[src/include/dma_defs.svh]
// Width and depth macros for the DMA backend; include wherever a width or depth is needed
`ifndef DMA_DEFS_SVH
`define DMA_DEFS_SVH

// --------------------
// Datapath widths
// --------------------

// Byte address width
`define DMA_ADDR_WIDTH 24
// Word width in bits
`define DMA_DATA_WIDTH 32
// Transfer length in bytes
`define DMA_LEN_WIDTH 16
// Byte offset bits inside one word, log2 of DMA_DATA_WIDTH/8
`define DMA_OFFSET_WIDTH 2

// --------------------
// Queue depths
// --------------------

// Words in the read to write buffer
`define DMA_FIFO_DEPTH 4
// Jobs in flight per engine and in the response order queue
`define DMA_JOB_DEPTH 2

`endif

[src/dma_pkg.sv]
// Shared types of the DMA backend; modules import them with a wildcard in their header
`include "dma_defs.svh"

package dma_pkg;

    // Meaningful widths
    typedef logic [`DMA_ADDR_WIDTH-1:0] addr_t;
    typedef logic [`DMA_DATA_WIDTH-1:0] data_t;
    typedef logic [`DMA_LEN_WIDTH-1:0] len_t;
    // Word count, the length without its byte offset bits
    typedef logic [`DMA_LEN_WIDTH-`DMA_OFFSET_WIDTH-1:0] beat_cnt_t;

    // 1D transfer request
    typedef struct packed {
        addr_t src_addr;
        addr_t dst_addr;
        len_t  length;
        logic  last;
    } dma_req_t;

    // One response per request
    typedef struct packed {
        logic last;
        logic error;
    } dma_rsp_t;

    // Job handed to each engine
    typedef struct packed {
        addr_t     addr;
        beat_cnt_t beats;
    } job_t;

    typedef struct packed {
        logic front_busy;
        logic rd_busy;
        logic buf_busy;
        logic wr_busy;
        logic rsp_busy;
    } dma_busy_t;

    // Read port, req/gnt with data one cycle after gnt
    typedef struct packed {
        logic  req;
        addr_t addr;
    } rd_port_req_t;

    typedef struct packed {
        logic  gnt;
        logic  rvalid;
        data_t rdata;
        logic  rerr;
    } rd_port_rsp_t;

    // OBI-style write port, done at gnt
    typedef struct packed {
        logic  req;
        addr_t addr;
        data_t wdata;
    } wr_port_req_t;

    typedef struct packed {
        logic gnt;
    } wr_port_rsp_t;

    typedef enum logic [1:0] {
        RD_IDLE,
        RD_REQ,
        RD_WAIT
    } rd_state_e;

    typedef enum logic {
        WR_IDLE,
        WR_WRITE
    } wr_state_e;

endpackage

[src/dma_req_front.sv]
// Request front end; forks each accepted transfer to the read engine, write engine and order queue
`timescale 1ns/1ps
`include "dma_defs.svh"

module dma_req_front import dma_pkg::*; (
    input  logic     clk_i,
    input  logic     arst_n_i,
    // Incoming transfer
    input  dma_req_t dma_req_i,
    input  logic     req_valid_i,
    output logic     req_ready_o,
    // Read job
    output job_t     rd_job_o,
    output logic     rd_job_valid_o,
    input  logic     rd_job_ready_i,
    // Write job
    output job_t     wr_job_o,
    output logic     wr_job_valid_o,
    input  logic     wr_job_ready_i,
    // Order entry for the response unit
    output logic     ord_last_o,
    output logic     ord_zero_o,
    output logic     ord_valid_o,
    input  logic     ord_ready_i,
    output logic     busy_o
);

    logic      is_zero;
    beat_cnt_t beats;
    // Outputs already taken for the current request
    logic      rd_done_q;
    logic      wr_done_q;
    logic      ord_done_q;
    // Output taken before or taken now
    logic      rd_ok;
    logic      wr_ok;
    logic      ord_ok;

    // --------------------
    // Job build
    // --------------------
    assign is_zero = dma_req_i.length == '0;
    // Lengths are word multiples, so dropping the offset bits gives the word count
    assign beats   = dma_req_i.length[`DMA_LEN_WIDTH-1:`DMA_OFFSET_WIDTH];

    assign rd_job_o   = '{addr: dma_req_i.src_addr, beats: beats};
    assign wr_job_o   = '{addr: dma_req_i.dst_addr, beats: beats};
    assign ord_last_o = dma_req_i.last;
    assign ord_zero_o = is_zero;

    // --------------------
    // Stream fork
    // --------------------
    // Zero lengths only send the order entry
    assign rd_job_valid_o = req_valid_i & ~is_zero & ~rd_done_q;
    assign wr_job_valid_o = req_valid_i & ~is_zero & ~wr_done_q;
    assign ord_valid_o    = req_valid_i & ~ord_done_q;

    assign rd_ok  = is_zero | rd_done_q | rd_job_ready_i;
    assign wr_ok  = is_zero | wr_done_q | wr_job_ready_i;
    assign ord_ok = ord_done_q | ord_ready_i;

    // Request leaves once all three parts are out
    assign req_ready_o = req_valid_i & rd_ok & wr_ok & ord_ok;

    always_ff @(posedge clk_i or negedge arst_n_i) begin
        if (!arst_n_i) begin
            rd_done_q  <= 1'b0;
            wr_done_q  <= 1'b0;
            ord_done_q <= 1'b0;
        end else if (req_ready_o) begin
            rd_done_q  <= 1'b0;
            wr_done_q  <= 1'b0;
            ord_done_q <= 1'b0;
        end else begin
            if (rd_job_valid_o && rd_job_ready_i) rd_done_q <= 1'b1;
            if (wr_job_valid_o && wr_job_ready_i) wr_done_q <= 1'b1;
            if (ord_valid_o && ord_ready_i) ord_done_q <= 1'b1;
        end
    end

    // Busy while a request is half forked
    assign busy_o = rd_done_q | wr_done_q | ord_done_q;

endmodule

[src/dma_read_engine.sv]
// Read engine; walks a read job word by word and pushes returned data into the word buffer
`timescale 1ns/1ps
`include "dma_defs.svh"

module dma_read_engine import dma_pkg::*; (
    input  logic         clk_i,
    input  logic         arst_n_i,
    // Job from the front
    input  job_t         job_i,
    input  logic         job_valid_i,
    output logic         job_ready_o,
    // Read port
    output rd_port_req_t rd_port_o,
    input  rd_port_rsp_t rd_port_i,
    // Buffer push side
    output data_t        data_o,
    output logic         data_valid_o,
    input  logic         data_ready_i,
    input  logic [$clog2(`DMA_FIFO_DEPTH+1)-1:0] free_slots_i,
    // Job done with its read error
    output logic         done_o,
    output logic         done_err_o,
    output logic         busy_o
);

    rd_state_e state_q;
    addr_t     addr_q;
    beat_cnt_t left_q;
    logic      err_q;
    logic      issue;
    logic      beat_in;

    // One read at most in flight; the slot for it is reserved before the request goes out
    assign issue   = (state_q == RD_REQ) & (free_slots_i != '0) & data_ready_i;
    // Data shows up exactly one cycle after gnt
    assign beat_in = (state_q == RD_WAIT) & rd_port_i.rvalid;

    assign job_ready_o    = state_q == RD_IDLE;
    assign rd_port_o.req  = issue;
    assign rd_port_o.addr = addr_q;

    // Straight forward to the buffer
    assign data_o       = rd_port_i.rdata;
    assign data_valid_o = beat_in;

    // Done on the final beat, error includes this beat
    assign done_o     = beat_in & (left_q == beat_cnt_t'(1));
    assign done_err_o = err_q | rd_port_i.rerr;
    assign busy_o     = state_q != RD_IDLE;

    // --------------------
    // Read FSM
    // --------------------
    always_ff @(posedge clk_i or negedge arst_n_i) begin
        if (!arst_n_i) begin
            state_q <= RD_IDLE;
            addr_q  <= '0;
            left_q  <= '0;
            err_q   <= 1'b0;
        end else begin
            case (state_q)
                RD_IDLE: begin
                    if (job_valid_i) begin
                        addr_q  <= job_i.addr;
                        left_q  <= job_i.beats;
                        err_q   <= 1'b0;
                        state_q <= RD_REQ;
                    end
                end
                RD_REQ: begin
                    // Request held until gnt
                    if (issue && rd_port_i.gnt) state_q <= RD_WAIT;
                end
                RD_WAIT: begin
                    if (beat_in) begin
                        err_q  <= err_q | rd_port_i.rerr;
                        addr_q <= addr_q + addr_t'(`DMA_DATA_WIDTH / 8);
                        left_q <= left_q - beat_cnt_t'(1);
                        state_q <= done_o ? RD_IDLE : RD_REQ;
                    end
                end
                default: state_q <= RD_IDLE;
            endcase
        end
    end

endmodule

[src/dma_data_fifo.sv]
// Word buffer between the read and write engines; reports free slots for read slot reservation
`timescale 1ns/1ps
`include "dma_defs.svh"

module dma_data_fifo import dma_pkg::*; (
    input  logic  clk_i,
    input  logic  arst_n_i,
    // Push side
    input  data_t data_i,
    input  logic  valid_i,
    output logic  ready_o,
    // Pop side
    output data_t data_o,
    output logic  valid_o,
    input  logic  ready_i,
    output logic [$clog2(`DMA_FIFO_DEPTH+1)-1:0] free_slots_o,
    output logic  busy_o
);

    localparam int unsigned Depth    = `DMA_FIFO_DEPTH;
    localparam int unsigned PtrWidth = (Depth > 1) ? $clog2(Depth) : 1;
    localparam int unsigned CntWidth = $clog2(Depth + 1);

    data_t               mem_q [Depth];
    logic [PtrWidth-1:0] wr_ptr_q;
    logic [PtrWidth-1:0] rd_ptr_q;
    logic [CntWidth-1:0] cnt_q;
    logic                push;
    logic                pop;

    assign push = valid_i & ready_o;
    assign pop  = valid_o & ready_i;

    assign ready_o      = cnt_q != CntWidth'(Depth);
    assign valid_o      = cnt_q != '0;
    assign data_o       = mem_q[rd_ptr_q];
    assign free_slots_o = CntWidth'(Depth) - cnt_q;
    assign busy_o       = valid_o;

    // Storage, readable the cycle after the write
    always_ff @(posedge clk_i) begin
        if (push) mem_q[wr_ptr_q] <= data_i;
    end

    // --------------------
    // Pointers and fill count
    // --------------------
    always_ff @(posedge clk_i or negedge arst_n_i) begin
        if (!arst_n_i) begin
            wr_ptr_q <= '0;
            rd_ptr_q <= '0;
            cnt_q    <= '0;
        end else begin
            if (push) begin
                wr_ptr_q <= (wr_ptr_q == PtrWidth'(Depth - 1)) ? '0 : wr_ptr_q + 1'b1;
            end
            if (pop) begin
                rd_ptr_q <= (rd_ptr_q == PtrWidth'(Depth - 1)) ? '0 : rd_ptr_q + 1'b1;
            end
            cnt_q <= cnt_q + CntWidth'(push) - CntWidth'(pop);
        end
    end

endmodule

[src/dma_write_engine.sv]
// Write engine; pops buffered words and writes them out over the OBI-style port
`timescale 1ns/1ps
`include "dma_defs.svh"

module dma_write_engine import dma_pkg::*; (
    input  logic         clk_i,
    input  logic         arst_n_i,
    // Job from the front
    input  job_t         job_i,
    input  logic         job_valid_i,
    output logic         job_ready_o,
    // Buffer pop side
    input  data_t        data_i,
    input  logic         data_valid_i,
    output logic         data_ready_o,
    // Write port
    output wr_port_req_t wr_port_o,
    input  wr_port_rsp_t wr_port_i,
    output logic         done_o,
    output logic         busy_o
);

    wr_state_e state_q;
    addr_t     addr_q;
    beat_cnt_t left_q;
    logic      beat_out;

    // Head word stays put until popped, so req, addr and wdata hold until gnt
    assign wr_port_o.req   = (state_q == WR_WRITE) & data_valid_i;
    assign wr_port_o.addr  = addr_q;
    assign wr_port_o.wdata = data_i;

    // Write complete at gnt
    assign beat_out     = wr_port_o.req & wr_port_i.gnt;
    assign data_ready_o = beat_out;

    assign job_ready_o = state_q == WR_IDLE;
    assign done_o      = beat_out & (left_q == beat_cnt_t'(1));
    assign busy_o      = state_q != WR_IDLE;

    // --------------------
    // Write FSM
    // --------------------
    always_ff @(posedge clk_i or negedge arst_n_i) begin
        if (!arst_n_i) begin
            state_q <= WR_IDLE;
            addr_q  <= '0;
            left_q  <= '0;
        end else begin
            case (state_q)
                WR_IDLE: begin
                    if (job_valid_i) begin
                        addr_q  <= job_i.addr;
                        left_q  <= job_i.beats;
                        state_q <= WR_WRITE;
                    end
                end
                WR_WRITE: begin
                    if (beat_out) begin
                        addr_q <= addr_q + addr_t'(`DMA_DATA_WIDTH / 8);
                        left_q <= left_q - beat_cnt_t'(1);
                        // back to idle after the last word
                        if (done_o) state_q <= WR_IDLE;
                    end
                end
                default: state_q <= WR_IDLE;
            endcase
        end
    end

endmodule

[src/dma_rsp_unit.sv]
// Response unit; answers requests in order, merging read errors with write completions
`timescale 1ns/1ps
`include "dma_defs.svh"

module dma_rsp_unit import dma_pkg::*; (
    input  logic     clk_i,
    input  logic     arst_n_i,
    // Order entries from the front
    input  logic     ord_last_i,
    input  logic     ord_zero_i,
    input  logic     ord_valid_i,
    output logic     ord_ready_o,
    // Engine results
    input  logic     rd_done_i,
    input  logic     rd_err_i,
    input  logic     wr_done_i,
    // Response
    output dma_rsp_t dma_rsp_o,
    output logic     rsp_valid_o,
    input  logic     rsp_ready_i,
    output logic     busy_o
);

    localparam int unsigned Depth       = `DMA_JOB_DEPTH;
    localparam int unsigned PtrWidth    = (Depth > 1) ? $clog2(Depth) : 1;
    localparam int unsigned CntWidth    = $clog2(Depth + 1);
    // Engines may finish one forked job before its order entry gets a slot
    localparam int unsigned ResDepth    = Depth + 1;
    localparam int unsigned ResCntWidth = $clog2(ResDepth + 1);

    // Order queue, circular
    logic                   ord_last_q [Depth];
    logic                   ord_zero_q [Depth];
    logic [PtrWidth-1:0]    ord_wr_ptr_q;
    logic [PtrWidth-1:0]    ord_rd_ptr_q;
    logic [CntWidth-1:0]    ord_cnt_q;
    // Read error flags, oldest at index 0
    logic                   err_q [ResDepth];
    logic [ResCntWidth-1:0] err_cnt_q;
    // Write jobs finished but not yet answered
    logic [ResCntWidth-1:0] wr_pend_q;

    logic ord_push;
    logic rsp_fire;
    logic head_zero;
    logic data_pop;

    assign ord_push  = ord_valid_i & ord_ready_o;
    assign rsp_fire  = rsp_valid_o & rsp_ready_i;
    assign head_zero = ord_zero_q[ord_rd_ptr_q];
    // Normal entries also retire one read error and one write completion
    assign data_pop  = rsp_fire & ~head_zero;

    assign ord_ready_o = ord_cnt_q != CntWidth'(Depth);

    // --------------------
    // Response
    // --------------------
    // Zero head answers at once, else wait for its write completion
    assign rsp_valid_o = (ord_cnt_q != '0) &
                         (head_zero | ((wr_pend_q != '0) & (err_cnt_q != '0)));
    assign dma_rsp_o   = '{last: ord_last_q[ord_rd_ptr_q], error: head_zero | err_q[0]};
    assign busy_o      = ord_cnt_q != '0;

    always_ff @(posedge clk_i) begin
        if (ord_push) begin
            ord_last_q[ord_wr_ptr_q] <= ord_last_i;
            ord_zero_q[ord_wr_ptr_q] <= ord_zero_i;
        end
        if (data_pop) begin
            for (int i = 0; i < ResDepth - 1; i++) err_q[i] <= err_q[i+1];
        end
        // Tail slot moves down by one when popping in the same cycle
        if (rd_done_i) err_q[err_cnt_q - ResCntWidth'(data_pop)] <= rd_err_i;
    end

    always_ff @(posedge clk_i or negedge arst_n_i) begin
        if (!arst_n_i) begin
            ord_wr_ptr_q <= '0;
            ord_rd_ptr_q <= '0;
            ord_cnt_q    <= '0;
            err_cnt_q    <= '0;
            wr_pend_q    <= '0;
        end else begin
            if (ord_push) begin
                ord_wr_ptr_q <= (ord_wr_ptr_q == PtrWidth'(Depth - 1)) ? '0 : ord_wr_ptr_q + 1'b1;
            end
            if (rsp_fire) begin
                ord_rd_ptr_q <= (ord_rd_ptr_q == PtrWidth'(Depth - 1)) ? '0 : ord_rd_ptr_q + 1'b1;
            end
            ord_cnt_q <= ord_cnt_q + CntWidth'(ord_push) - CntWidth'(rsp_fire);
            err_cnt_q <= err_cnt_q + ResCntWidth'(rd_done_i) - ResCntWidth'(data_pop);
            wr_pend_q <= wr_pend_q + ResCntWidth'(wr_done_i) - ResCntWidth'(data_pop);
        end
    end

endmodule

[src/dma_backend.sv]
// Top level of the 1D DMA backend; connects front, engines, word buffer and response unit
`timescale 1ns/1ps
`include "dma_defs.svh"

module dma_backend import dma_pkg::*; (
    input  logic         clk_i,
    input  logic         arst_n_i,
    // Transfer request
    input  dma_req_t     dma_req_i,
    input  logic         req_valid_i,
    output logic         req_ready_o,
    // Transfer response
    output dma_rsp_t     dma_rsp_o,
    output logic         rsp_valid_o,
    input  logic         rsp_ready_i,
    // Memory ports
    output rd_port_req_t rd_port_o,
    input  rd_port_rsp_t rd_port_i,
    output wr_port_req_t wr_port_o,
    input  wr_port_rsp_t wr_port_i,
    output dma_busy_t    busy_o
);

    // Front to engines and response unit
    job_t  rd_job;
    job_t  wr_job;
    logic  rd_job_valid, rd_job_ready;
    logic  wr_job_valid, wr_job_ready;
    logic  ord_last, ord_zero, ord_valid, ord_ready;
    // Read engine to buffer
    data_t rd_data;
    logic  rd_data_valid, rd_data_ready;
    logic [$clog2(`DMA_FIFO_DEPTH+1)-1:0] free_slots;
    // Buffer to write engine
    data_t wr_data;
    logic  wr_data_valid, wr_data_ready;
    // Engine results
    logic  rd_done, rd_err, wr_done;

    dma_req_front i_dma_req_front (
        .clk_i, .arst_n_i, .dma_req_i, .req_valid_i, .req_ready_o,
        .rd_job_o       ( rd_job            ),
        .rd_job_valid_o ( rd_job_valid      ),
        .rd_job_ready_i ( rd_job_ready      ),
        .wr_job_o       ( wr_job            ),
        .wr_job_valid_o ( wr_job_valid      ),
        .wr_job_ready_i ( wr_job_ready      ),
        .ord_last_o     ( ord_last          ),
        .ord_zero_o     ( ord_zero          ),
        .ord_valid_o    ( ord_valid         ),
        .ord_ready_i    ( ord_ready         ),
        .busy_o         ( busy_o.front_busy )
    );

    dma_read_engine i_dma_read_engine (
        .clk_i, .arst_n_i, .rd_port_o, .rd_port_i,
        .job_i        ( rd_job         ),
        .job_valid_i  ( rd_job_valid   ),
        .job_ready_o  ( rd_job_ready   ),
        .data_o       ( rd_data        ),
        .data_valid_o ( rd_data_valid  ),
        .data_ready_i ( rd_data_ready  ),
        .free_slots_i ( free_slots     ),
        .done_o       ( rd_done        ),
        .done_err_o   ( rd_err         ),
        .busy_o       ( busy_o.rd_busy )
    );

    dma_data_fifo i_dma_data_fifo (
        .clk_i, .arst_n_i,
        .data_i       ( rd_data         ),
        .valid_i      ( rd_data_valid   ),
        .ready_o      ( rd_data_ready   ),
        .data_o       ( wr_data         ),
        .valid_o      ( wr_data_valid   ),
        .ready_i      ( wr_data_ready   ),
        .free_slots_o ( free_slots      ),
        .busy_o       ( busy_o.buf_busy )
    );

    dma_write_engine i_dma_write_engine (
        .clk_i, .arst_n_i, .wr_port_o, .wr_port_i,
        .job_i        ( wr_job         ),
        .job_valid_i  ( wr_job_valid   ),
        .job_ready_o  ( wr_job_ready   ),
        .data_i       ( wr_data        ),
        .data_valid_i ( wr_data_valid  ),
        .data_ready_o ( wr_data_ready  ),
        .done_o       ( wr_done        ),
        .busy_o       ( busy_o.wr_busy )
    );

    dma_rsp_unit i_dma_rsp_unit (
        .clk_i, .arst_n_i, .dma_rsp_o, .rsp_valid_o, .rsp_ready_i,
        .ord_last_i  ( ord_last        ),
        .ord_zero_i  ( ord_zero        ),
        .ord_valid_i ( ord_valid       ),
        .ord_ready_o ( ord_ready       ),
        .rd_done_i   ( rd_done         ),
        .rd_err_i    ( rd_err          ),
        .wr_done_i   ( wr_done         ),
        .busy_o      ( busy_o.rsp_busy )
    );

endmodule

[config.mk]
export PLATFORM = sky130hd
export DESIGN_NAME = dma_backend
export DESIGN_NICKNAME = d
export VERILOG_FILES = /design/src/dma_pkg.sv /design/src/dma_req_front.sv /design/src/dma_read_engine.sv /design/src/dma_data_fifo.sv /design/src/dma_write_engine.sv /design/src/dma_rsp_unit.sv /design/src/dma_backend.sv
export VERILOG_INCLUDE_DIRS = /design/src /design/src/include
export SDC_FILE = /design/constraint.sdc
export NUM_CORES = 1
export LEC_CHECK = 0
export BUFFER_PORTS_ARGS = -buffer_cell sky130_fd_sc_hd__buf_2
export CORE_ASPECT_RATIO = 1.2
export CORE_MARGIN = 5
export CORE_UTILIZATION = 56
export DETAILED_ROUTE_END_ITERATION = 10
export PLACE_DENSITY = 0.8
export SETUP_SLACK_MARGIN = 0.02
export SLEW_MARGIN = 20
export SYNTH_ARGS = -nofsm -noshare
export SYNTH_HDL_FRONTEND = slang
export SYNTH_SLANG_ARGS = --single-unit
[constraint.sdc]
create_clock -name clk_i -period 3.5 [get_ports clk_i]
set_clock_uncertainty 0.05 [all_clocks]
set_input_delay 0.175 -clock clk_i [delete_from_list [all_inputs] [get_ports clk_i]]
set_output_delay 0.175 -clock clk_i [all_outputs]
set_load 0.02 [all_outputs]
==> results.py <==
metrics = {
    "power_and_ir_drop": {
        "p_int_mw": 6.57,
        "power.ir.vdd_worst_v": 0.000589,
        "pwr-share-comb_pct": 38.8,
        "power.leakage_nw": 5.51,
        "power_switching_mw": 4.20,
        "switching_share_pct": 39.0,
        "total_power_per_unit_cell_area_mw_per_mm2": 786,
        "power.clock.fraction_pct": 22.3,
        "fraction_of_power_consumed_by_sequential_logic_pct": 38.9,
    },
    "timing": {
        "hold_viol": 0,
        "rsz0062_at_grt": "no",
        "slew_headroom_pct": 32.6,
        "period_needed_ns": 2.86,
        "achievable-frequency_ghz": 0.349,
        "finalSetupViolations": 0,
        "timing.final.crit_share_pct": 81.8,
        "tightest_slew_ns": 1.00,
        "setup_tns_ns": 0,
        "slew_viol_final": 0,
    },
    "setup_path": {
        "worst_ep_arrival_time_ns": 2.64,
        "crit_fanout": 45,
        "end_kind": "primary output",
        "path_class": "reg2out",
        "critical_path.startpoint_type": "flip-flop",
        "worst_ep_required_time_ns": 3.27,
        "worst_r2r_path_depth": 9,
    },
    "floorplanning": {
        "core_area_mm2": 0.0189,
        "initial_utilization_pct": 57.0,
        "die_height_um": 162,
        "die_x_um": 137,
        "floorplan.die_area_mm2": 0.0221,
        "rows": 55,
        "floorplan.io_pins": 196,
    },
    "global_route": {
        "grt_max_degree": 77,
        "grt_antenna_before_repair": 1,
        "gr-total-overflow": 0,
        "track_usage_pct": 24.7,
        "first_global_vias": 8436,
        "grt_pass1_wl_um": 44100,
    },
    "finish": {
        "reg_area_mm2": 0.00651,
        "finish.cell_count_without_fillers": 1429,
        "multiInputGateArea_mm2": 0.00391,
        "finish.net_count": 1282,
        "drive_gt1_share_pct": 26.3,
        "antenna_cells_inserted": 0,
        "layout.filler_cells": 1254,
        "syn_to_final_growth_pct": 27.5,
    },
    "cts": {
        "htree_levels": 1,
        "cts_made_buffers": 24,
        "postCtsSetupRepairBufs": 0,
        "cts.root.buffer_cell": "sky130_fd_sc_hd__clkbuf_16",
        "clk_latency_ns": 0.51,
        "cts_tree": "built",
        "clk_pin_slew_ns": 0.06,
        "clkSinkCount": 233,
        "ctsLongestPathBuffers": 3,
    },
    "synth": {
        "ys_async_sr_fraction_pct": 42.1,
        "ys_ff_latch": 233,
        "postSynthNetCount": 999,
        "portion_of_the_post_synthesis_area_used_by_sequential_elements_pct": 60.5,
        "yosysTopAreaCell": "sky130_fd_sc_hd__edfxtp_1",
        "netlist_instances": 873,
        "portion_of_synthesized_cell_area_occupied_by_the_leading_cell_type_pct": 37.7,
        "ys.warnings.count": 0,
        "postSynthAreaPerCell_um2": 12.3,
        "yosysMostFrequentCell": "sky130_fd_sc_hd__edfxtp_1",
        "ys_top_cells_by_area": "sky130_fd_sc_hd__edfxtp_1 (38%), sky130_fd_sc_hd__dfrtp_1 (23%), sky130_fd_sc_hd__mux4_2 (6.7%), sky130_fd_sc_hd__a21oi_1 (3.6%), sky130_fd_sc_hd__nand2_1 (2.5%)",
        "number_of_flops_mapped_to_enable_cells_by_yosys": 135,
        "mappedNetlistArea_mm2": 0.0108,
        "synth.cells.most_frequent": "sky130_fd_sc_hd__edfxtp_1 (135), sky130_fd_sc_hd__dfrtp_1 (98), sky130_fd_sc_hd__a21oi_1 (77)",
        "yosysUniqueCellTypes": 68,
        "yosys_most_used_dff": "sky130_fd_sc_hd__edfxtp_1",
    },
    "min_path": {
        "class_of_the_worst_hold_path": "in2reg",
        "timing.hold.worst_path_depth": 3,
    },
    "routing": {
        "num_vias": 8505,
        "wl_per_cell_um": 19.6,
        "wl_um": 28000,
        "remaining_drc_errors": 0,
        "detail_route.first_pass.iterations": 5,
        "ant_nets": 0,
        "drtIter0Drc": 608,
        "detail_route.vias_per_cell": 5.95,
    },
    "status": {
        "run_status": "finished, final reports clean",
    },
    "placement": {
        "detailed_place_hpwl_um": 17200,
        "gp_routability_congestion": 0.908,
        "numPlacedInstances": 1286,
        "portBuffers": 195,
    },
    "job": {
        "max_cap_viol_count": 0,
    },
}
-- power by group through the flow --
stage | Clock, mW | Combinational (mW) | Sequential (mW)
2_1_floorplan | 0 | 2.64 | 4.35
3_3_place_gp | 0 | 3.93 | 4.19
3_5_place_dp | 0 | 4.02 | 4.22
4_1_cts | 2.45 | 4.13 | 4.17
5_1_grt | 2.57 | 4.56 | 4.28
6_report | 2.40 | 4.17 | 4.19
-- layout make-up --
type                            count  area share, %
Timing Repair Buffer              312           15.5
Clock inverter                     16          0.757
Tap cell                          256           2.34
Inverter                           31          0.849
Multi-Input combinational cell    554           28.5
Sequential cell                   233           47.5
Clock buffer                       27           4.62
-- cells by family after synthesis --
family	after synthesis	synth area share, %
AND/OR/NAND/NOR	243	11.2
AO/OA/AOI/OAI	227	12.9
multiplexers	53	8.74
flip-flops	233	60.5
XOR/XNOR	10	0.814
adder cells (fa/ha/maj)	21	2.51
buffers and inverters	86	3.30
-- critical path, cell delays in order, from the launching register on --
cell                       delay (ns)
sky130_fd_sc_hd__dfrtp_1         0.34
sky130_fd_sc_hd__buf_4           0.43
sky130_fd_sc_hd__clkinv_1        0.59
sky130_fd_sc_hd__o22ai_1         0.33
sky130_fd_sc_hd__a21oi_1         0.19
sky130_fd_sc_hd__buf_2           0.23
-- timing repair --
item                                   4_1_cts  5_1_grt
resized for setup                            0        0
endpoints found under the hold margin      278        0
hold buffers                                99        0
-- metrics by stage --
step                      setup WS, ns  hold WS (ns)  util, %  cell area, µm²  power [mW]
final                            0.637        0.0340     72.7           13700        10.8
after detailed placement         0.803         0.344     63.4           11900        8.24
after global placement           0.967         0.332     63.4           11900        8.12
after floorplan                  0.611        -0.171        -           10800        6.99
after CTS                        0.641      0.000276     72.5           13700        10.7
after global routing             0.433        0.0298     72.7           13700        11.4
-- routing by layer --
layer / routed length [µm] / vias up / GRT usage (%) / share of wire (%)
met5: 13 / - / 0 / 0.046
met4: 849 / 2 / 7.84 / 3.0
met3: 1930 / 67 / 4.46 / 6.9
met2: 14400 / 373 / 42.6 / 51
met1: 10800 / 4172 / 31.7 / 39
li1: - / 3891 / - / -
-- state kept, by name, indices dropped and copies added (netlist names), 2 cells and up --
name	flops
i_dma_rsp_unit.ord_cnt_q	2
i_dma_data_fifo.cnt_q	3
i_dma_read_engine.left_q	14
i_dma_rsp_unit.err_cnt_q	2
i_dma_write_engine.addr_q	24
i_dma_write_engine.left_q	14
i_dma_data_fifo.rd_ptr_q	2
i_dma_rsp_unit.ord_zero_q	2
i_dma_read_engine.state_q	2
i_dma_data_fifo.wr_ptr_q	2
i_dma_rsp_unit.wr_pend_q	2
i_dma_data_fifo.mem_q	128
i_dma_rsp_unit.err_q	3
i_dma_rsp_unit.ord_last_q	2
i_dma_read_engine.addr_q	24
-- cells in the final DEF, fill, tap and decap left out, types with 14 or more instances in the layout --
cell	instances
sky130_fd_sc_hd__buf_2	194
sky130_fd_sc_hd__edfxtp_1	135
sky130_fd_sc_hd__dlygate4sd3_1	99
sky130_fd_sc_hd__dfrtp_1	97
sky130_fd_sc_hd__a21oi_1	77
sky130_fd_sc_hd__nand2_1	71
sky130_fd_sc_hd__nor2_1	54
sky130_fd_sc_hd__o21ai_0	51
sky130_fd_sc_hd__o22ai_1	34
sky130_fd_sc_hd__mux4_2	32
sky130_fd_sc_hd__inv_1	30
sky130_fd_sc_hd__clkbuf_16	25
sky130_fd_sc_hd__nand4_1	20
sky130_fd_sc_hd__ha_1	20
sky130_fd_sc_hd__nor3_1	19
sky130_fd_sc_hd__nand3_1	18
sky130_fd_sc_hd__buf_4	18
sky130_fd_sc_hd__mux2i_1	14
-- path summary, 6_finish.rpt --
path | startpoint | endpoint | slack, ns
max | i_dma_write_engine.busy_o | req_ready_o | 0.64
min | req_valid_i | i_dma_req_front.ord_done_q | 0.03
max reg2reg | i_dma_write_engine.busy_o | i_dma_rsp_unit.wr_pend_q[1] | 0.74
min reg2reg | i_dma_read_engine.err_q | i_dma_read_engine.err_q | 0.42
max in group asynchronous | arst_n_i | i_dma_read_engine.addr_q[20] | 2.42
min in group asynchronous | arst_n_i | i_dma_write_engine.addr_q[5] | 0.12
No activity file was read; power rests on OpenSTA's default activity.
